==> src/hdl/dataslot_pkg.sv <==
////////////////////////////////////////////////////////////////////////////
// shared definitions for the dataslot command path
// widths with a meaning, size table constants, request kinds,
// issuer states and the command structs passed between blocks
////////////////////////////////////////////////////////////////////////////

package dataslot_pkg;

  //////////////////////////////////////////////////////////////////////////
  // constants

  // size table, two words per slot
  localparam int TABLE_DEPTH      = 1024;
  localparam int TABLE_INDEX_W    = $clog2(TABLE_DEPTH);
  // word within a slot's pair that carries the file size
  localparam int SIZE_WORD_OFFSET = 1;

  // one request level per kind
  localparam int NUM_REQ_KINDS    = 4;

  //////////////////////////////////////////////////////////////////////////
  // plain vector types

  typedef logic [15:0]              slot_id_t;
  typedef logic [TABLE_INDEX_W-1:0] table_index_t;
  typedef logic [31:0]              file_size_t;
  typedef logic [31:0]              byte_offset_t;

  //////////////////////////////////////////////////////////////////////////
  // enums

  // code doubles as the bit position in the request levels
  typedef enum logic [1:0] {
    READ     = 2'd0,
    WRITE    = 2'd1,
    GETFILE  = 2'd2,
    OPENFILE = 2'd3
  } req_kind_t;

  typedef enum logic [1:0] {
    IDLE   = 2'd0,
    LOOKUP = 2'd1,
    OFFER  = 2'd2
  } issuer_state_t;

  //////////////////////////////////////////////////////////////////////////
  // command structs

  // 82 bits
  typedef struct packed {
    req_kind_t    kind;
    slot_id_t     slot_id;
    byte_offset_t offset;
    byte_offset_t length;
  } dataslot_cmd_t;

  // 114 bits, command plus the slot's recorded size
  typedef struct packed {
    dataslot_cmd_t cmd;
    file_size_t    file_size;
  } issued_cmd_t;

endpackage

==> src/hdl/request_edge_encoder.sv <==
////////////////////////////////////////////////////////////////////////////
// request edge detector and priority encoder
// rising edges of the four request levels, fixed priority selection,
// one edge stage and a one-deep pending command with valid/ready
////////////////////////////////////////////////////////////////////////////

`timescale 1ns/1ps

module request_edge_encoder (
  input  logic                                     clk_sys_57_12,
  input  logic                                     arst_n,
  input  logic [dataslot_pkg::NUM_REQ_KINDS-1:0]   req_levels,
  input  dataslot_pkg::slot_id_t                   req_slot_id,
  input  dataslot_pkg::byte_offset_t               req_offset,
  input  dataslot_pkg::byte_offset_t               req_length,
  input  logic                                     pend_ready,
  output logic                                     pend_valid,
  output dataslot_pkg::dataslot_cmd_t              pend_cmd
);

  import dataslot_pkg::*;

  logic [NUM_REQ_KINDS-1:0] levels_q;
  logic [NUM_REQ_KINDS-1:0] rise;
  req_kind_t                rise_kind;
  dataslot_cmd_t            rise_cmd;
  logic                     stage_valid;
  dataslot_cmd_t            stage_cmd;
  logic                     pend_free;

  //////////////////////////////////////////////////////////////////////////
  // edge detection and priority

  // a level held high shows no edge after its first cycle
  assign rise = req_levels & ~levels_q;

  // read first, openfile last
  always_comb begin
    if (rise[READ]) begin
      rise_kind = READ;
    end else if (rise[WRITE]) begin
      rise_kind = WRITE;
    end else if (rise[GETFILE]) begin
      rise_kind = GETFILE;
    end else begin
      rise_kind = OPENFILE;
    end
  end

  assign rise_cmd = '{
    kind:    rise_kind,
    slot_id: req_slot_id,
    offset:  req_offset,
    length:  req_length
  };

  //////////////////////////////////////////////////////////////////////////
  // edge stage and pending register

  // slot is free when empty or emptied by a transfer this cycle
  assign pend_free = !pend_valid || pend_ready;

  always_ff @(posedge clk_sys_57_12 or negedge arst_n) begin
    if (!arst_n) begin
      levels_q    <= '0;
      stage_valid <= 1'b0;
      pend_valid  <= 1'b0;
    end else begin
      levels_q    <= req_levels;
      stage_valid <= |rise;
      // staged edge dropped when the pending command is still held
      if (stage_valid && pend_free) begin
        pend_valid <= 1'b1;
      end else if (pend_ready) begin
        pend_valid <= 1'b0;
      end
    end
  end

  always_ff @(posedge clk_sys_57_12) begin
    if (|rise) begin
      stage_cmd <= rise_cmd;
    end
    if (stage_valid && pend_free) begin
      pend_cmd <= stage_cmd;
    end
  end

endmodule

==> config.mk <==
export PLATFORM = sky130hd
export DESIGN_NAME = request_edge_encoder
export DESIGN_NICKNAME = d
export VERILOG_FILES = /design/src/hdl/dataslot_pkg.sv /design/src/hdl/request_edge_encoder.sv
export SDC_FILE = /design/constraint.sdc
export NUM_CORES = 1
export LEC_CHECK = 0
export BUFFER_PORTS_ARGS = -buffer_cell sky130_fd_sc_hd__buf_2
export CAP_MARGIN = 5
export CORE_ASPECT_RATIO = 1.2
export CORE_MARGIN = 2
export CORE_UTILIZATION = 44
export DETAILED_ROUTE_END_ITERATION = 10
export PLACE_DENSITY = 0.74
export SYNTH_ARGS = -nofsm -noshare
export SYNTH_HDL_FRONTEND = slang
export SYNTH_SLANG_ARGS = --single-unit
==> constraint.sdc <==
create_clock -name clk_sys_57_12 -period 3.15 [get_ports clk_sys_57_12]
set_clock_uncertainty 0.2 [all_clocks]
set_input_delay 0.1575 -clock clk_sys_57_12 [delete_from_list [all_inputs] [get_ports clk_sys_57_12]]
set_output_delay 0.1575 -clock clk_sys_57_12 [all_outputs]
set_load 0.05 [all_outputs]
## Yosys cells after proc, flatten, opt, wreduce, memory -nomap -nowiden

Cells that the tools add are included.

| word-level totals | value |
|---|---|
| register bits | 170 |
| bits of input ports | 87 |
| output and inout port bits | 83 |
| logic and storage cells | 24 |

| operators by class | value |
|---|---|
| mux-type cells | 4 |
| bitwise logic cells | 2 |
| reduce and logical (&&, ||, !) cells | 6 |

Operator list:

| kind | number |
|---|---|
| $and 4x4->4 | 1 |
| $mux 1 | 4 |
| $not 4->4 | 1 |
| $reduce_or 4->1 | 1 |
| $reduce_bool 2->1 | 1 |
| $reduce_or 2->1 | 1 |
| $logic_and 1x1->1 | 1 |
| $logic_not 1->1 | 1 |
| $logic_or 1x1->1 | 1 |

## Depth between registers and ports, before layout

Gate-level depths: netlist of run 1.

| logic depth | value |
|---|---|
| depth after elaboration | 4 |
| gate-level depth with buffers | 2 |
| gate-level depth less buffers | 2 |

## Worst setup path before layout of run 1

No wires, ideal clock.

| path | value |
|---|---|
| kind | reg-to-reg |
| start point | register pend_valid |
| end point | register pend_cmd[0] (netlist name) (enable) |
| setup time | 0.449 ns |
| arrival | 2.642 ns |
| required time | 2.501 ns |
| path slack | -0.142 ns |
| cell stages (with the launch flop) | 3 |
| path buffers | 0 |
| clock period less this slack | 3.292 ns |
| path through | dfrtp_1 nand2b_1 and2_1 |

| between the ends | value |
|---|---|
| longest elaborated chain between the ends | 3 |

RTL lines:

| what | line | text |
|---|---|---|
| start: declaration | request_edge_encoder.sv:17 | `output logic pend_valid,` |
| start signal: assignment | request_edge_encoder.sv:67 | `pend_valid <= 1'b0;` |
| start signal: assignment | request_edge_encoder.sv:73 | `pend_valid <= 1'b1;` |
| start signal: assignment | request_edge_encoder.sv:75 | `pend_valid <= 1'b0;` |
| $logic_not 1->1 | request_edge_encoder.sv:61 | `assign pend_free = !pend_valid \|\| pend_ready;` |
| $logic_or 1x1->1 | request_edge_encoder.sv:61 |  |
| $logic_and 1x1->1 | request_edge_encoder.sv:84 | `if (stage_valid && pend_free) begin` |
| end signal: assignment | request_edge_encoder.sv:85 | `pend_cmd <= stage_cmd;` |
| end: declaration | request_edge_encoder.sv:18 | `output dataslot_pkg::dataslot_cmd_t pend_cmd` |

No other way between the ends.
A chain may end at the register's enable or synchronous reset.

## Worst setup path in the final report of run 1

| path | value |
|---|---|
| start point | input port req_levels[2] (netlist name) |
| end point | register stage_cmd[15] (netlist name) (enable) |

| between the ends | value |
|---|---|
| longest elaborated chain between the ends | 2 |

RTL lines:

| what | line | text |
|---|---|---|
| start: declaration | request_edge_encoder.sv:12 | `input logic [dataslot_pkg::NUM_REQ_KINDS-1:0] req_levels,` |
| $and 4x4->4 | request_edge_encoder.sv:35 | `assign rise = req_levels & ~levels_q;` |
| $reduce_or 4->1 | request_edge_encoder.sv:81 | `if (\|rise) begin` |
| end signal: assignment | request_edge_encoder.sv:82 | `stage_cmd <= rise_cmd;` |
| end: declaration | request_edge_encoder.sv:28 | `dataslot_cmd_t stage_cmd;` |

No other way between the ends.

==> flow_summary.toml, run 1 <==
[status]
status = "completed"

[setup_path]
cp_slowest_cell = "a2111o_2"
worstRegToRegCells = 3
crit_family = "buffers and inverters"
rrSetupSlack_ps = 980
end_kind = "flip-flop"
r2r-end = "stage_cmd[15]$_DFFE_PP_"
cp.required_ps = 3040
arrival_ps = 2070
r2r-start = "levels_q[2]$_DFF_PN0_"
start_kind = "input port"
cpPeakStageDelay_ps = 660
cp.buffers_inverters = 3
path_cells = "dlygate4sd3_1 -> buf_2 -> nor2b_1 -> a2111o_2 -> buf_12"
crit_type = "input port to flip-flop"
crit_path_max_fanout = 52

[route]
detail-route-antenna-nets = 0
drt_drc_violations_left = 0
vias = 2712
drt-pass1-iter-count = 4
drt-initial-drc-count = 100
wl_per_cell_um = 15.1
wl_um = 9490
vias_per_cell = 4.31

[sta]
slew-limit-headroom = 0.479
tns_ps = 0
min_period_ps = 2180
hold_viol = 0
slew_violations = 0
worst_pin_slew_ps = 782
finalCritPeriodShare = 0.692
whs_ps = 216
setup_viol_count_final = 0
clock.fmax_mhz = 459
rsz0062_at_grt = "false"

[global_routing]
grt_util_all_layers = 0.157
gr-total-overflow = 0
antenna_found_initial = 0
grt_pass1_vias = 2809
grt_pass1_wl_um = 14000
grt_max_degree = 58

[worst_hold_path]
hold_class = "flip-flop to flip-flop"
hp-start = "stage_cmd[43]$_DFFE_PP_"
worstHoldEndpoint = "pend_cmd[43]$_DFFE_PP_"
hold_depth = 0

[place]
gp_congestion = 0.716
placed_cells_incl_taps = 510
place_hpwl_um = 5600
port_buffers = 169
placed_area_um2 = 6230

[layout]
final_cell_area_um2 = 7650
drive_gt1_frac = 0.434
areaGrowthSynthToFinish_pct = 48.6
stdcell_count = 629
nets = 546
n_antenna_cell = 0

[clock_network]
cts.sinks = 170
cts-root-buf = "clkbuf_16"
cts_setup_buffers = 0
clockBufferDepth = 2
htree_levels = 4
cts_tree = "built"
clk_latency_ps = 410
clk_pin_slew_worst_paths_ps = 70
cts_resized = 0
cts_inserted_buffers = 17

[yosys]
synth_area_um2 = 5150
synth_warnings = 0
syn_avg_cell_area_um2 = 28.5
synthDominantCellAreaShare = 0.956
synthCells = 181
synth.ff_latch_count = 170
synth.area.top_cells = "edfxtp_1 (96%), dfrtp_1 (2.9%), nand2b_1 (0.36%)"
synth_fp_nets = 268
netlist.top_cell.by_area = "edfxtp_1"
yosysSeqAreaShare = 0.985
yosysUniqueCellTypes = 9

[floorplan]
dieArea_um2 = 12600
rows = 43
ioPinCount = 170
coreArea_um2 = 11500
fp.dieW_um = 103
initial_core_util = 0.447
fp.dieH_um = 123

[run]
drv_cap = 0

[power_and_ir_drop]
power.leakage_nw = 3.04
peakVddDrop_mv = 0.412
power_density_nw_per_um2 = 698
-- through the flow --
step / setup slack (ps) / util / total power, mW
after CTS: 995 / 0.665 / 5.39
after global placement: 1150 / 0.541 / 3.38
final: 971 / 0.665 / 5.34
after floorplan: 270 / - / 3.21
after global routing: 878 / 0.665 / 5.52
after detailed placement: 1010 / 0.541 / 3.40
-- sequential cells by signal (all words and copies together) (netlist names) --
name and count:
levels_q 4, pend_cmd 82, pend_valid 1, stage_cmd 82, stage_valid 1
-- power by group --
group          switching, mW  total [mW]  internal, mW
sequential            0.0479        2.77          2.72
combinational          0.481       0.664         0.182
clock                  0.819        1.91          1.09
-- cell type report --
class / count / area [um2]
flip-flops and latches: 170 / 5070
fillers: 794 / 3860
repair buffers: 259 / 1750
clock buffers: 17 / 425
well taps: 157 / 196
clock inverters: 15 / 126
multi-input cells: 10 / 76.3
inverters: 1 / 3.75
-- routing by layer --
| layer | wire (um) | global-route usage |
|---|---|---|
| met2 | 5010 | 0.261 |
| met1 | 3690 | 0.180 |
| met4 | 177 | 0.0740 |
| met5 | 0 | 0 |
| met3 | 617 | 0.0598 |
-- what timing repair did --
item                                   4_1_cts  5_1_grt
setup endpoints to repair                    0        0
hold buffers                                87        0
endpoints found under the hold margin       93        0
-- worst max-delay path by stage --
stage,startpoint,endpoint,slack [ps],cells past startpoint
after detailed placement,levels_q[2]$_DFF_PN0_,stage_cmd[19]$_DFFE_PP_,1010,3
after CTS,levels_q[2]$_DFF_PN0_,stage_cmd[15]$_DFFE_PP_,990,3
after global placement,levels_q[0]$_DFF_PN0_,stage_cmd[60]$_DFFE_PP_,1150,3
after floorplan,levels_q[0]$_DFF_PN0_,stage_cmd[0]$_DFFE_PP_,270,2
final,req_levels[2],stage_cmd[15]$_DFFE_PP_,970,5
after global routing,req_levels[2],stage_cmd[15]$_DFFE_PP_,880,5
-- cell families after synthesis --
family | count (synthesis) | share of synthesized area
AO/OA/AOI/OAI | 3 | 0.00413
buffers and inverters | 1 | 0.000728
flip-flops | 170 | 0.985
AND/OR/NAND/NOR | 7 | 0.00996
-- cell usage in the layout (no fill, tap or decap) --
cell | synthesis | layout
nand2b_1 | 3 | 3
clkinv_4 | 0 | 4
buf_2 | 0 | 169
inv_1 | 1 | 1
bufinv_16 | 0 | 1
clkinv_2 | 0 | 4
dfrtp_1 | 6 | 6
clkinvlp_4 | 0 | 1
dlygate4sd3_1 | 0 | 87
inv_6 | 0 | 3
clkinv_1 | 0 | 2
a21oi_1 | 2 | 2
buf_12 | 0 | 1
a2111o_2 | 0 | 1
edfxtp_1 | 164 | 164
and2_4 | 0 | 1
clkbuf_16 | 0 | 17
nor2b_4 | 1 | 1
nor2b_1 | 2 | 2
buf_4 | 0 | 2
-- synth_stat cells --
master,count
nand2b_1,3
a21oi_1,2
nor2b_4,1
edfxtp_1,164
a2111o_1,1
inv_1,1
nor2b_1,2
dfrtp_1,6
and2_1,1
No activity file was read; power rests on OpenSTA's default activity.
==> inputs of run 2 (changes only) <==
--- a/config.mk
+++ b/config.mk
@@ -5,13 +5,14 @@
 export SDC_FILE = /design/constraint.sdc
 export NUM_CORES = 1
 export LEC_CHECK = 0
+export ABC_AREA = 1
 export BUFFER_PORTS_ARGS = -buffer_cell sky130_fd_sc_hd__buf_2
 export CAP_MARGIN = 5
 export CORE_ASPECT_RATIO = 1.2
 export CORE_MARGIN = 2
-export CORE_UTILIZATION = 44
+export CORE_UTILIZATION = 49
 export DETAILED_ROUTE_END_ITERATION = 10
-export PLACE_DENSITY = 0.74
+export PLACE_DENSITY = 0.78
 export SYNTH_ARGS = -nofsm -noshare
 export SYNTH_HDL_FRONTEND = slang
 export SYNTH_SLANG_ARGS = --single-unit
==> constraint.sdc (replaced) <==
create_clock -name clk_sys_57_12 -period 2.2 [get_ports clk_sys_57_12]
set_clock_uncertainty 0.2 [all_clocks]
set_input_delay 0.11 -clock clk_sys_57_12 [delete_from_list [all_inputs] [get_ports clk_sys_57_12]]
set_output_delay 0.11 -clock clk_sys_57_12 [all_outputs]
set_load 0.05 [all_outputs]
==> run 2 against run 1 <==
Sequential power is 44% higher. Worst hold slack worse by 46 ps. Die area is 9.6% lower. Synthesized area is 0.32% higher. Cell count is 3.2% lower. Via count is 2.8% higher. Final area is 0.21% lower. Largest cell class unchanged. Largest power group unchanged.
==> flow_summary.toml, run 2 <==
[status]
status = "completed"

[floorplan]
rows = 41
fp.dieH_um = 116
dieArea_um2 = 11400
ioPinCount = 170
initial_core_util = 0.496
fp.dieW_um = 97.7
coreArea_um2 = 10400

[clock_network]
cts_resized = 0
cts_setup_buffers = 0
htree_levels = 4
cts_inserted_buffers = 17
clockBufferDepth = 2
cts-root-buf = "clkbuf_16"
cts.sinks = 170
clk_latency_ps = 410
cts_tree = "built"
clk_pin_slew_worst_paths_ps = 60

[yosys]
synth_warnings = 0
yosysUniqueCellTypes = 8
async_reset_ff_frac = 0.0353
netlist.top_cell.by_area = "edfxtp_1"
synth_edf_count = 164
yosysMostFrequentCell = "edfxtp_1"
synthTopCellsByCount = "edfxtp_1 (164), inv_1 (9), dfrtp_1 (6), nand2_1 (6), nand2_2 (3)"
synth_fp_nets = 279
synth.area.top_cells = "edfxtp_1 (95%), dfrtp_1 (2.9%), inv_1 (0.65%)"
synth.ff_latch_count = 170
synthCells = 192
synthDominantCellAreaShare = 0.953
syn_avg_cell_area_um2 = 26.9
synth_area_um2 = 5170
ys.flop_type = "edfxtp_1"
yosysSeqAreaShare = 0.982

[route]
drt-pass1-iter-count = 4
wl_per_cell_um = 16.4
vias_per_cell = 4.58
wl_um = 9970
detail-route-antenna-nets = 0
drt_drc_violations_left = 0
vias = 2788
drt-initial-drc-count = 144

[power_and_ir_drop]
power_density_nw_per_um2 = 990
switching_share = 0.247
seqPwrFrac = 0.526
p_comb_frac = 0.129
power_mw = 7.56
p_int_mw = 5.69
clockPowerShare = 0.345
peakVddDrop_mv = 0.538
switchingPower_mw = 1.87
power.leakage_nw = 3.07

[sta]
clock.fmax_mhz = 598
finalCritPeriodShare = 0.760
min_period_ps = 1670
hold_viol = 0
worst_pin_slew_ps = 435
rsz0062_at_grt = "false"
slew_violations = 0
slew-limit-headroom = 0.710
setup_viol_count_final = 0
tns_ps = 0
fin_ws_ps = 529

[place]
pre_cts_slack_ps = 536
port_buffers = 169
place_hpwl_um = 5940
gp_congestion = 0.683
placed_area_um2 = 6250

[layout]
areaGrowthSynthToFinish_pct = 47.8
n_antenna_cell = 0
final_cell_area_um2 = 7640
reg_top3 = "pend_cmd (82), stage_cmd (82), levels_q (4)"
drive_gt1_frac = 0.421
nets = 557
final_cell_mix = "buf_2 (169), edfxtp_1 (164), dlygate4sd3_1 (87)"
final_common_cell = "buf_2"

[setup_path]
crit_type = "flip-flop to flip-flop"
end_kind = "flip-flop"
cpPeakStageDelay_ps = 360
start_kind = "flip-flop"
arrival_ps = 1580
cp_slowest_cell = "dfrtp_1"
cp.buffers_inverters = 3
cp.required_ps = 2110
path_cells = "inv_1 -> nand2_2 -> nand2_1 -> inv_2 -> nand2_4 -> buf_12"
crit_path_max_fanout = 30
crit_family = "simple AND/OR/NAND/NOR gates"

[global_routing]
grt_util_all_layers = 0.178
antenna_found_initial = 0
grt_pass1_vias = 2955
gr-total-overflow = 0
grt_pass1_wl_um = 14700
grt_max_degree = 83

[worst_hold_path]
hold_class = "input port to flip-flop"

[run]
drv_cap = 0
## run 2: cell count changes after synthesis, sizes merged
cell	before	now
nor2	0	1
nand2	0	9
and2	1	0
nor2b	3	0
inv	1	10
a2111o	1	0
nand2b	3	0
## run 2: what timing repair did
item | CTS | global route
endpoints found under the hold margin | 93 | 0
hold buffers | 87 | 0
setup endpoints to repair | 0 | 0
## run 2: metal layers
layer / track usage / routed length [um] / vias up
met1: 0.204 / 3700 / 1346
met2: 0.304 / 5380 / 128
met4: 0.0815 / 137 / 0
met5: 0 / 0 / -
met3: 0.0628 / 752 / 15
li1: - / - / 1299
## run 2: kinds of logic after synthesis
family / Yosys count / share of synthesized area
and+or+nand+nor: 10 / 0.00872
buffers and inverters: 10 / 0.00726
DFF: 170 / 0.982
AOI/OAI and AO/OA: 2 / 0.00194
## run 2: final cells by class
cell class,count,area (um2)
clock inverter,9,78.8
sequential,170,5080
inverter,10,37.5
fill,627,2780
multi-input combinational,12,71.3
clock buffer,20,437
tap,129,161
timing repair buffer,259,1780
## run 2: final timing paths
path	start	slack, ps	end	cells past startpoint
max	levels_q[0]$_DFF_PN0_	530	stage_cmd[37]$_DFFE_PP_	6
min	req_levels[1]	170	levels_q[1]$_DFF_PN0_	2
max reg2reg	levels_q[0]$_DFF_PN0_	530	stage_cmd[37]$_DFFE_PP_	6
min reg2reg	stage_cmd[28]$_DFFE_PP_	220	pend_cmd[28]$_DFFE_PP_	0
max in group asynchronous	arst_n	1110	pend_valid$_DFFE_PN0P_	3
min in group asynchronous	arst_n	450	levels_q[3]$_DFF_PN0_	3
## run 2: power by group through the flow
| stage | Sequential, mW | Combinational [mW] | Clock (mW) |
|---|---|---|---|
| final | 3.98 | 0.977 | 2.61 |
| after global routing | 4.00 | 1.02 | 2.79 |
| after CTS | 3.98 | 0.982 | 2.66 |
| after detailed placement | 4.04 | 0.860 | 0 |
| after global placement | 4.02 | 0.845 | 0 |
| after floorplan | 4.52 | 0.0924 | 0 |
## run 2: through the flow
step | hold slack, ps | instances | util
finish | 169 | 609 | 0.734
global route | 156 | 609 | 0.734
CTS | 142 | 609 | 0.734
detailed placement | -261 | 493 | 0.600
global placement | -269 | 493 | 0.600
floorplan | -386 | 192 | -
