`config.mk`:
```
export PLATFORM = sky130hd
export DESIGN_NAME = target_cmd_issuer
export DESIGN_NICKNAME = d
export VERILOG_FILES = /design/src/hdl/dataslot_pkg.sv /design/src/hdl/target_cmd_issuer.sv
export SDC_FILE = /design/constraint.sdc
export NUM_CORES = 1
export LEC_CHECK = 0
export BUFFER_PORTS_ARGS = -buffer_cell sky130_fd_sc_hd__buf_2
export CAP_MARGIN = 20
export CORE_MARGIN = 5
export CORE_UTILIZATION = 30
export DETAILED_ROUTE_END_ITERATION = 16
export PLACE_DENSITY = 0.6
export SLEW_MARGIN = 30
export SYNTH_ARGS = -nofsm -noshare
export SYNTH_HDL_FRONTEND = slang
export SYNTH_SLANG_ARGS = --single-unit
```
`constraint.sdc`:
```
create_clock -name clk_sys_57_12 -period 4.25 [get_ports clk_sys_57_12]
set_clock_uncertainty 0.2 [all_clocks]
set_input_delay 0.425 -clock clk_sys_57_12 [delete_from_list [all_inputs] [get_ports clk_sys_57_12]]
set_output_delay 0.425 -clock clk_sys_57_12 [all_outputs]
set_load 0.03 [all_outputs]
```
`src/hdl/dataslot_pkg.sv`:
```
////////////////////////////////////////////////////////////////////////////
// shared definitions for the dataslot command path
// widths with a meaning, size table constants, request kinds,
// issuer states and the command structs passed between blocks
////////////////////////////////////////////////////////////////////////////

package dataslot_pkg;

  //////////////////////////////////////////////////////////////////////////
  // constants

  // size table, two words per slot
  localparam int TABLE_DEPTH      = 1024;
  localparam int TABLE_INDEX_W    = $clog2(TABLE_DEPTH);
  // word within a slot's pair that carries the file size
  localparam int SIZE_WORD_OFFSET = 1;

  // one request level per kind
  localparam int NUM_REQ_KINDS    = 4;

  //////////////////////////////////////////////////////////////////////////
  // plain vector types

  typedef logic [15:0]              slot_id_t;
  typedef logic [TABLE_INDEX_W-1:0] table_index_t;
  typedef logic [31:0]              file_size_t;
  typedef logic [31:0]              byte_offset_t;

  //////////////////////////////////////////////////////////////////////////
  // enums

  // code doubles as the bit position in the request levels
  typedef enum logic [1:0] {
    READ     = 2'd0,
    WRITE    = 2'd1,
    GETFILE  = 2'd2,
    OPENFILE = 2'd3
  } req_kind_t;

  typedef enum logic [1:0] {
    IDLE   = 2'd0,
    LOOKUP = 2'd1,
    OFFER  = 2'd2
  } issuer_state_t;

  //////////////////////////////////////////////////////////////////////////
  // command structs

  // 82 bits
  typedef struct packed {
    req_kind_t    kind;
    slot_id_t     slot_id;
    byte_offset_t offset;
    byte_offset_t length;
  } dataslot_cmd_t;

  // 114 bits, command plus the slot's recorded size
  typedef struct packed {
    dataslot_cmd_t cmd;
    file_size_t    file_size;
  } issued_cmd_t;

endpackage

```
`src/hdl/target_cmd_issuer.sv`:
```
////////////////////////////////////////////////////////////////////////////
// target command issuer
// IDLE/LOOKUP/OFFER FSM, takes a pending command, reads the slot size
// from the table and offers the merged command on valid/ready
////////////////////////////////////////////////////////////////////////////

`timescale 1ns/1ps

module target_cmd_issuer (
  input  logic                        clk_sys_57_12,
  input  logic                        arst_n,
  input  logic                        pend_valid,
  input  dataslot_pkg::dataslot_cmd_t pend_cmd,
  input  dataslot_pkg::file_size_t    lookup_size,
  input  logic                        out_ready,
  output logic                        pend_ready,
  output dataslot_pkg::slot_id_t      lookup_id,
  output logic                        out_valid,
  output dataslot_pkg::issued_cmd_t   out_cmd
);

  import dataslot_pkg::*;

  issuer_state_t state;
  issuer_state_t state_nxt;
  dataslot_cmd_t held_cmd;
  logic          accept;

  //////////////////////////////////////////////////////////////////////////
  // handshakes

  // only one command in the issuer, a second one waits upstream
  assign pend_ready = (state == IDLE);
  assign accept     = pend_ready && pend_valid;
  assign out_valid  = (state == OFFER);

  // id goes to the table in the accept cycle so the size
  // is back during LOOKUP
  assign lookup_id = (state == IDLE) ? pend_cmd.slot_id : held_cmd.slot_id;

  //////////////////////////////////////////////////////////////////////////
  // fsm

  always_comb begin
    state_nxt = state;
    unique case (state)
      IDLE: begin
        if (pend_valid) begin
          state_nxt = LOOKUP;
        end
      end
      LOOKUP: begin
        state_nxt = OFFER;
      end
      OFFER: begin
        if (out_ready) begin
          state_nxt = IDLE;
        end
      end
      default: begin
        state_nxt = IDLE;
      end
    endcase
  end

  always_ff @(posedge clk_sys_57_12 or negedge arst_n) begin
    if (!arst_n) begin
      state <= IDLE;
    end else begin
      state <= state_nxt;
    end
  end

  //////////////////////////////////////////////////////////////////////////
  // command and size

  // out_cmd only loads in LOOKUP, so it stays put through OFFER
  always_ff @(posedge clk_sys_57_12) begin
    if (accept) begin
      held_cmd <= pend_cmd;
    end
    if (state == LOOKUP) begin
      out_cmd.cmd       <= held_cmd;
      out_cmd.file_size <= lookup_size;
    end
  end

endmodule

```
After elaboration in Yosys (flattened, before gate mapping)
Index checks and enable logic that the tools add are counted.
Widths: inputs -> output; s select.

operators by class
  equal/unequal tests = 4
  mux-type cells = 4
  reductions and logical operators = 3

operators with widths
  kind                number
  $mux 16             1
  $pmux 2 s3          1
  $mux 2              2
  $ne 2x2->1 const B  2
  $eq 2x1->1 const B  1
  $eq 2x2->1 const B  1
  $logic_not 2->1     1
  $reduce_and 2->1    1
  $logic_and 1x1->1   1

word-level totals
  bits in registers = 198
  output and inout port bits = 132
  input bits = 118

Longest topological paths before layout
Gate-level depths: netlist of the first run.

  depth in word-level cells = 3
  gate-level depth with buffers = 3
  gate-level depth less buffers = 2

Least setup slack after synthesis of the first run
OpenSTA, ideal clock, no wires.

  path type = register to register
  start = register state[1]
  end = register out_cmd[0] (netlist name) (enable)
  arrival = 2953 ps
  data required time = 3572 ps
  setup slack = 618 ps
  stages on the path, launching flop included = 2
  cell sequence = dfrtp_1 -> and2b_1

on the way
  longest elaborated chain between the ends = 1

RTL lines
  element                 line                     RTL
  start, declared         target_cmd_issuer.sv:24  issuer_state_t state;
  start signal, assigned  target_cmd_issuer.sv:70  state <= state_nxt;
  $eq 2x1->1              target_cmd_issuer.sv:82  if (state == LOOKUP) begin
  end, declared           target_cmd_issuer.sv:19  output dataslot_pkg::issued_cmd_t out_cmd

No other way between the ends.
A chain may end at the register's enable or synchronous reset.

Final worst setup path of the first run
  start = register state[1]
  end = output port lookup_id[6]

on the way
  longest elaborated chain between the ends = 2

RTL lines
  element          line                     RTL
  $logic_not 2->1  target_cmd_issuer.sv:39  assign lookup_id = (state == IDLE) ? pend_cmd.slot_id : held_cmd.slot_id;
  $mux 16          target_cmd_issuer.sv:39
  end, declared    target_cmd_issuer.sv:17  output dataslot_pkg::slot_id_t lookup_id,

No other way between the ends.

==> results.md, run 1 <==
* Outcome: finished, final reports clean
* Die W at 154 um
* DRT antenna net count at 0
* Routed length per instance at 15.6 um
* Synthesized instance count at 222
* Initial Util at 30.6%
* Layout overhead on the synthesized area at 54.4%
* Synth warn at 0
* Number of DRC markers in iteration 0 at 158
* Peak supply drop at 0.000354 V
* Final hold slack at 77.2 ps
* Final setup viols at 0
* Share of cells above drive strength 1 at 48.5%
* Largest net degree at the start of global routing at 59
* Crit. Startpoint: state[1]
* RSZ-0062 raised after global routing: no
* Hpwl dp at 9410 um
* Min-Delay Startpoint: out_ready
* CTS Buf Count at 17
* Full die area at 0.0237 sq mm
* Resized Gates After CTS at 0
* Core ar. at 0.0203 sq mm
* Sink Count at 198
* TritonCTS clock tree: yes
* Register area at 0.00594 sq mm
* Relative slew slack at 40.3%
* WP data required at 3620 ps
* Crit path DAT at 1960 ps
* Fin nets at 725
* Root buffer selected by CTS: clkbuf_16
* CP startpoint kind: flop
* Worst skew pair latency at 420 ps
* Vias in the first global route at 3897
* Max-Cap Viols at 0
* I/O Pins at 250
* Drt first pass iters at 4
* Total number of vias at 3532
* RD Place Congestion at 0.812
* Tightest Pin Transition at 896 ps
* Total negative slack at 0 ps
* Critical path capture point type: primary output
* Pins Over Slew Limit at 0
* Register area share after synthesis at 95.6%
* Count of final hold-check violations at 0
* Tcrit/Tclk final at 60.7%
* Critical-path maximum fanout at 19
* Initial antenna violation count at 1
* Syn Std Cell Area at 0.00621 sq mm
* Post-layout min period at 2580 ps
* Hold WC Path Type: in2reg
* Worst r2r src: state[1]
* Leakage at 3.75 nW
* Core Rows at 52
* PwrDens at 624 mW/mm^2
* Syn nets at 340
* Clock Pin Slew Worst Setup and Hold Paths at 80 ps
* Library cells used by synthesis at 11
* Syn Area/Cell at 28.0 sq um
* DRT Wirelength at 13900 um
* Fillers at 1759
* F_max at 387 MHz
* Routed vias/inst at 3.96
* Yosys reg bits at 198
* Total gr overflow at 0
* Die Ht at 154 um
* Port bufs at 249
* Clock tree buffer depth at 2
* Tot GR Track Use at 11.8%
* H-tree levels at 4
* Critical path class: reg2out
* DRC Markers at 0
* Area of the multi-input gates at 256 sq um
* Global-route wire length before repair at 21600 um
## worst paths after layout
| check | end | slack (ps) | depth (start not counted) |
|---|---|---|---|
| worst max-delay path | lookup_id[6] | 1670 | 3 |
| max in group asynchronous | state[1] | 3630 | 2 |
| worst min register to register | out_cmd[51] | 220 | 0 |
| worst min-delay path | state[1] | 80 | 3 |
| min in group asynchronous | state[0] | 120 | 2 |
| worst max register to register | held_cmd[56] | 1820 | 3 |
## timing repair
item                                   CTS  global route
hold buffers                           116             0
endpoints found under the hold margin  117             0
setup buffers                            0             0
## flip-flops by register name, summed over array words and instances, names as in the netlist
register	cells
state	2
held_cmd	82
out_cmd	114
## cell usage after synthesis (all sizes together)
master  instances  area, sq um
and2b           1         7.51
edfxtp        196         5890
nor2            1         11.3
buf             1         20.0
and2            2         12.5
mux2           16          206
a21o            1         7.51
inv             1         3.75
dfrtp           2         50.1
nor2b           1         6.26
## worst max-delay path: stages (launching register included)
cell	delay, ps
dfrtp_1	420
nor2_4	520
mux2_2	410
buf_2	180
## metrics by stage
step | total power, mW | setup slack [ps] | instances | instance area [sq um] | utilization (%)
after floorplan | 3.91 | 618 | 222 | 6210 | -
after global placement | 4.33 | 1730 | 741 | 7800 | 38.4
after detailed placement | 4.38 | 1790 | 742 | 7830 | 38.6
after CTS | 6.08 | 1640 | 890 | 9590 | 47.2
after global routing | 6.26 | 1560 | 891 | 9590 | 47.2
final | 5.98 | 1670 | 891 | 9590 | 47.2
## layout by cell type, fill, tap and decap left out, types with 2 or more instances in the layout
cell | Yosys | final
buf_2 | 0 | 249
edfxtp_1 | 196 | 196
dlygate4sd3_1 | 0 | 116
clkbuf_16 | 0 | 17
mux2_2 | 9 | 9
mux2_4 | 7 | 7
clkinv_4 | 0 | 4
clkinv_8 | 0 | 3
clkinvlp_4 | 0 | 2
inv_8 | 0 | 2
inv_6 | 0 | 2
dfrtp_1 | 2 | 2
## kinds of logic after synthesis
| logic type | Yosys count | synth area share (%) |
|---|---|---|
| AO/OA/AOI/OAI | 1 | 0.121 |
| buffers and inverters | 2 | 0.383 |
| flip-flops | 198 | 95.6 |
| multiplexers | 16 | 3.32 |
| AND/OR/NAND/NOR | 5 | 0.604 |
## layer usage
| layer | part of all wire [%] | track usage, % | up-vias |
|---|---|---|---|
| met4 | 1.5 | 3.74 | 0 |
| li1 | - | - | 1665 |
| met5 | 0 | 0 | - |
| met2 | 48 | 19.0 | 177 |
| met3 | 9.7 | 5.59 | 15 |
| met1 | 41 | 14.2 | 1675 |
## cell type report
cell class | count | share of cell area (%)
clock buffer | 18 | 4.48
clock inverter | 14 | 1.76
multi-input combinational | 22 | 2.67
sequential | 198 | 61.9
timing repair buffer | 367 | 25.6
tap | 270 | 3.52
antenna | 1 | 0.0261
inverter | 1 | 0.0391
## power by group
part           switching, mW  internal [mW]
Sequential             0.108           2.72
Combinational           1.11          0.449
Clock                  0.757          0.839
Power figures use the tool's default switching activity.
==> inputs of run 2 (changes only) <==
ABC_AREA = 1   (was unset)
clock period = 2.7 ns   (was 4.25 ns; I/O delays follow)
==> results.md, run 2 <==
* Number of flops mapped to enable cells by yosys at 196 (unchanged)
* Top post-synthesis cells by count: 196 x edfxtp_1, 33 x nand2_1, 16 x o21ai_0 (was 196 x edfxtp_1, 9 x mux2_2, 7 x mux2_4, 2 x and2_1, 2 x dfrtp_1)
* Critical-path maximum fanout at 21 (was 19)
* Core Rows at 52 (unchanged)
* Register area share after synthesis at 95.2% (was 95.6%)
* Vias in the first global route at 3980 (was 3897)
* TritonCTS clock tree: yes (unchanged)
* Sink Count at 198 (unchanged)
* Hpwl dp at 9610 um (was 9410 um)
* Hold EP: out_cmd[66] (was state[1])
* Final setup viols at 0 (unchanged)
* Post-layout min period at 2280 ps
* RR Endpoint: out_cmd[21] (was held_cmd[56])
* CTS Buf Count at 17 (unchanged)
* Full die area at 0.0238 sq mm (was 0.0237 sq mm)
* Routed vias/inst at 4.01 (was 3.96)
* DRC Markers at 0 (unchanged)
* Most instantiated library cell after synthesis: edfxtp_1 (unchanged)
* Fin nets at 764 (was 725)
* Peak supply drop at 0.000628 V (was 0.000354 V)
* Root buffer selected by CTS: clkbuf_16 (unchanged)
* I/O Pins at 250 (unchanged)
* Post-synth top area share at 94.4% (was 94.8%)
* Reg2Reg Depth at 3 (unchanged)
* Tot GR Track Use at 11.5% (was 11.8%)
* WP data required at 2230 ps (was 3620 ps)
* Share of cells above drive strength 1 at 43.9% (was 48.5%)
* Number of instances in the placed design at 779 (was 742)
* Power, Total at 9.40 mW (was 5.98 mW)
* DRT antenna net count at 0 (unchanged)
* Layout overhead on the synthesized area at 54.2% (was 54.4%)
* Leakage at 3.79 nW (was 3.75 nW)
* Ys async rst share at 1.01% (unchanged)
* Die W at 154 um (about the same)
* Global-route wire length before repair at 21200 um (was 21600 um)
* Max reg flops at 114 (unchanged)
* Resized Gates After CTS at 0 (unchanged)
* CP startpoint kind: flop (unchanged)
* Max-Cap Viols at 0 (unchanged)
* RSZ-0062 raised after global routing: no (unchanged)
* Drt first pass iters at 4 (unchanged)
* Synthesized instance count at 261 (was 222)
* H-tree levels at 4 (unchanged)
* Regs by FF count: out_cmd (114), held_cmd (82), state (2) (unchanged)
* Top_reg_cell synth: edfxtp_1 (unchanged)
* Clock Pin Slew Worst Setup and Hold Paths at 70 ps (was 80 ps)
* RD Place Congestion at 0.800 (was 0.812)
* PnR worst setup slack at 416 ps (was 1670 ps)
* Cell area after layout at 0.00961 sq mm (was 0.00959 sq mm)
* Hold WC Path Type: reg2reg (was in2reg)
* Syn Area/Cell at 23.9 sq um (was 28.0 sq um)
* Worst r2r src: state[0] (was state[1])
* Most frequent cells in the layout: 249 x buf_2, 196 x edfxtp_1, 118 x dlygate4sd3_1 (was 249 x buf_2, 196 x edfxtp_1, 116 x dlygate4sd3_1)
* Critical path capture point type: primary output (unchanged)
* Outcome: finished, final reports clean (unchanged)
* Synth area leader: edfxtp_1 (unchanged)
* Cell Count, Final, Fillers Out at 929 (was 891)
* Number of DRC markers in iteration 0 at 163 (was 158)
* Worst hold path cell count at 0 (was 3)
* Yosys reg bits at 198 (unchanged)
* Routed length per instance at 15.1 um (was 15.6 um)
* Library cells used by synthesis at 14 (was 11)
* Min-Delay Startpoint: held_cmd[34] (was out_ready)
* Critical path class: reg2out (unchanged)
* Tightest Pin Transition at 659 ps (was 896 ps)
* Tcrit/Tclk final at 84.6%
* Initial antenna violation count at 0 (was 1)
* F_max at 438 MHz
* Total gr overflow at 0 (unchanged)
* Pins Over Slew Limit at 0 (unchanged)
* Largest net degree at the start of global routing at 63 (was 59)
* Count of final hold-check violations at 0 (unchanged)
* Synth warn at 0 (unchanged)
* Relative slew slack at 56.1% (was 40.3%)
* Clock tree buffer depth at 2 (unchanged)
* Core Util, Final at 47.2% (about the same)
* Pre-CTS setup slack at 576 ps (was 1790 ps)
* Total number of vias at 3727 (was 3532)
* Final hold slack at 212 ps (was 77.2 ps)
* Placed standard-cell area at 0.00786 sq mm (was 0.00783 sq mm)
* Die Ht at 154 um (about the same)
* Most common cell after layout, fill and taps aside: buf_2 (unchanged)
* Core ar. at 0.0204 sq mm (was 0.0203 sq mm)
* Initial Util at 30.6% (about the same)
* Register-to-register setup slack at 580 ps (was 1820 ps)
* PwrDens at 978 mW/mm^2 (was 624 mW/mm^2)
* Syn Std Cell Area at 0.00623 sq mm (was 0.00621 sq mm)
* Syn nets at 379 (was 340)
* DRT Wirelength at 14000 um (was 13900 um)
* Crit path DAT at 1810 ps (was 1960 ps)
* Ranking of synthesized cells by area: edfxtp_1 94%, nand2_1 2.0%, o21ai_0 1.3%, dfrtp_1 0.80%, nor2_4 0.36% (was edfxtp_1 95%, mux2_4 1.7%, mux2_2 1.6%, dfrtp_1 0.81%, buf_12 0.32%)
* Total negative slack at 0 ps (unchanged)
* Port bufs at 249 (unchanged)
* Fillers at 1733 (was 1759)
* Worst skew pair latency at 420 ps (about the same)
* Largest register by flop count: out_cmd (unchanged)
* Ant. Diodes at 0 (was 1)
[run 2: power breakdown]
| group | internal [mW] | switching [mW] | total (mW) |
|---|---|---|---|
| logic | 0.657 | 1.83 | 2.49 |
| clock network | 1.23 | 1.16 | 2.39 |
| registers | 4.28 | 0.245 | 4.53 |
[run 2: logic make-up (layout without fill, tap and decap cells)]
group	Yosys count	after routing	share of synthesized area (%)
and+or+nand+nor	39	39	2.77
AOI/OAI and AO/OA	16	16	1.28
DFF	198	198	95.2
buffers and inverters	8	406	0.723
[run 2: metal layers]
layer	GRT usage, %	part of all wire [%]	vias to the layer above
met3	4.13	8.5	13
li1	-	-	1783
met2	19.1	49	171
met1	14.2	42	1760
met4	3.53	1.1	0
met5	0	0	-
[run 2: worst max path at each step]
| stage | from | endpoint | cells after the start |
|---|---|---|---|
| 4_1_cts | state[0] | lookup_id[8] | 4 |
| 6_report | state[0] | lookup_id[5] | 4 |
| 5_1_grt | state[0] | lookup_id[15] | 4 |
| 3_5_place_dp | state[0] | out_cmd[21] | 3 |
| 2_1_floorplan | state[1] | held_cmd[0] | 2 |
| 3_3_place_gp | state[0] | out_cmd[21] | 3 |
[run 2: layout make-up]
| cell class | instances | area [sq um] | share of cell area [%] |
|---|---|---|---|
| sequential | 198 | 5940 | 61.8 |
| timing repair buffer | 371 | 2490 | 26.0 |
| clock buffer | 18 | 429 | 4.46 |
| tap | 270 | 338 | 3.51 |
| multi-input combinational | 55 | 264 | 2.75 |
| clock inverter | 14 | 138 | 1.43 |
| inverter | 3 | 11.3 | 0.117 |
[run 2: what timing repair did]
action | in CTS | in global routing
hold buffers | 118 | 0
endpoints found under the hold margin | 118 | 0
buffers inserted | 0 | 0
[run 2: worst max-delay path, stage by stage, from the launching register on]
cell and delay, ps:
dfrtp_1 620, nor2_4 400, nand2_1 90, nand2_1 90, buf_2 200
==> inputs of run 3 (changes only) <==
PLACE_DENSITY = 0.62   (was 0.6)
clock period = 2 ns   (was 2.7 ns; I/O delays follow)
==> results.md, run 3 (synthesis results as in run 2) <==
* Port bufs at 249 (unchanged)
* Die Ht at 154 um (unchanged)
* Cell Count, Final, Fillers Out at 936 (was 929)
* Vias in the first global route at 4099 (was 3980)
* Hpwl dp at 10100 um (was 9610 um)
* RSZ-0062 raised after global routing: yes (was no)
* H-tree levels at 4 (unchanged)
* Clock Pin Slew Worst Setup and Hold Paths at 70 ps (about the same)
* CP startpoint kind: flop (unchanged)
* WP data required at 1600 ps (was 2230 ps)
* Tightest Pin Transition at 353 ps (was 659 ps)
* Sink Count at 198 (unchanged)
* Tcrit/Tclk final at 97.3%
* I/O Pins at 250 (unchanged)
* Final hold slack at 219 ps (was 212 ps)
* Relative slew slack at 76.4% (was 56.1%)
* Met2 wire len at 7780 um (was 6840 um)
* F_max at 514 MHz
* Number of DRC markers in iteration 0 at 172 (was 163)
* Clock tree buffer depth at 2 (unchanged)
* Fillers at 1721 (was 1733)
* Crit path DAT at 1550 ps (was 1810 ps)
* Fin nets at 772 (was 764)
* Share of cells above drive strength 1 at 45.2% (was 43.9%)
* Routed length per instance at 16.3 um (was 15.1 um)
* Most common cell after layout, fill and taps aside: buf_2 (unchanged)
* Root buffer selected by CTS: clkbuf_16 (unchanged)
* CTS Buf Count at 17 (unchanged)
* Ant. Diodes at 0 (unchanged)
* Met3 WL at 1290 um (was 1180 um)
* Critical path capture point type: primary output (unchanged)
* Total gr overflow at 0 (unchanged)
* Tot GR Track Use at 12.5% (was 11.5%)
* Total number of vias at 3865 (was 3727)
* Peak supply drop at 0.00123 V (was 0.000628 V)
* DRC Markers at 0 (unchanged)
* Die W at 154 um (unchanged)
* Worst skew pair latency at 420 ps (about the same)
* Area of the multi-input gates at 275 sq um (was 264 sq um)
* Routed vias/inst at 4.13 (was 4.01)
* Max-Cap Viols at 0 (unchanged)
* Initial antenna violation count at 0 (unchanged)
* Layout overhead on the synthesized area at 56.9% (was 54.2%)
* Max layer used: met4 (unchanged)
* Critical path class: reg2out (unchanged)
* Critical-path maximum fanout at 6 (was 21)
* Leakage at 3.85 nW (was 3.79 nW)
* Largest net degree at the start of global routing at 63 (unchanged)
* Count of final hold-check violations at 0 (unchanged)
* Number of instances in the placed design at 780 (was 779)
* Max reg flops at 114 (unchanged)
* Global-route wire length before repair at 22900 um (was 21200 um)
* DRT antenna net count at 0 (unchanged)
* Register area at 0.00594 sq mm (about the same)
* DRT Wirelength at 15300 um (was 14000 um)
* Core Rows at 52 (unchanged)
* RD Place Congestion at 0.841 (was 0.800)
* Drt first pass iters at 4 (unchanged)
* Pins Over Slew Limit at 0 (unchanged)
* Full die area at 0.0238 sq mm (unchanged)
* Largest register by flop count: out_cmd (unchanged)
* TritonCTS clock tree: yes (unchanged)
* Final setup viols at 0 (unchanged)
* Hold WC Path Type: reg2reg (unchanged)
* Regs by FF count: out_cmd (114), held_cmd (82), state (2) (unchanged)
* Wl on met1 at 5940 um (was 5810 um)
* Initial Util at 30.6% (unchanged)
* Core ar. at 0.0204 sq mm (unchanged)
* Outcome: finished, final reports clean (unchanged)
* Most frequent cells in the layout: 233 x buf_2, 196 x edfxtp_1, 118 x dlygate4sd3_1 (was 249 x buf_2, 196 x edfxtp_1, 118 x dlygate4sd3_1)
* PwrDens at 1350 mW/mm^2 (was 978 mW/mm^2)
* Post-layout min period at 1950 ps
[run 3: layout make-up]
| type | count | share of cell area, % |
|---|---|---|
| flip-flops and latches | 198 | 60.7 |
| multi-input cells | 55 | 2.81 |
| clock buffers | 17 | 4.35 |
| repair buffers | 379 | 27.0 |
| well taps | 270 | 3.45 |
| inverters | 3 | 0.115 |
| clock inverters | 14 | 1.50 |
[run 3: per-stage QoR]
| stage | cell area [sq um] | utilization, % | setup WS (ps) | power, mW | setup TNS (ps) |
|---|---|---|---|---|---|
| 2_1_floorplan | 6260 | - | -1320 | 8.35 | -218100 |
| 3_3_place_gp | 7870 | 38.7 | 286 | 9.39 | 0 |
| 3_5_place_dp | 7870 | 38.7 | 208 | 9.48 | 0 |
| 4_1_cts | 9670 | 47.5 | -14.4 | 13.1 | -43.4 |
| 5_1_grt | 9780 | 48.0 | -31.7 | 13.8 | -148 |
| 6_report | 9780 | 48.0 | 53.0 | 13.2 | 0 |
[run 3: report_power, final]
part / internal (mW) / switching, mW / leakage (nW) / total [mW]
registers: 5.79 / 0.253 / 1.85 / 6.04
clock network: 1.75 / 1.54 / 0.265 / 3.29
logic: 1.19 / 2.70 / 1.73 / 3.89
[run 3: what timing repair did]
action | CTS | global route
pin swaps | 1 | 2
gates resized for setup | 6 | 58
setup buffers | 6 | 0
gates cloned | 0 | 1
endpoints found under the setup margin | 17 | 16
hold buffers | 118 | 0
hold endpoints to repair | 118 | 0
[run 3: path summary, 6_finish.rpt]
| kind | start | end | slack, ps | depth (start not counted) |
|---|---|---|---|---|
| max | state[1] | lookup_id[12] | 50 | 4 |
| min | held_cmd[13] | out_cmd[45] | 220 | 0 |
| max reg2reg | state[1] | held_cmd[33] | 130 | 3 |
| min reg2reg | held_cmd[13] | out_cmd[45] | 220 | 0 |
| max in group asynchronous | arst_n | state[1] | 970 | 3 |
| min in group asynchronous | arst_n | state[1] | 470 | 3 |
[run 3: per-layer routing]
metal	track usage, %	vias up
met1	14.9	1868
met3	4.36	20
met2	21.3	185
met5	0	-
met4	3.95	0
li1	-	1792
[run 3: critical path, cell delays in order (launching register included)]
cell,delay [ps]
dfrtp_4,530
buf_4,180
o21ai_2,170
nand2_1,80
buf_4,170
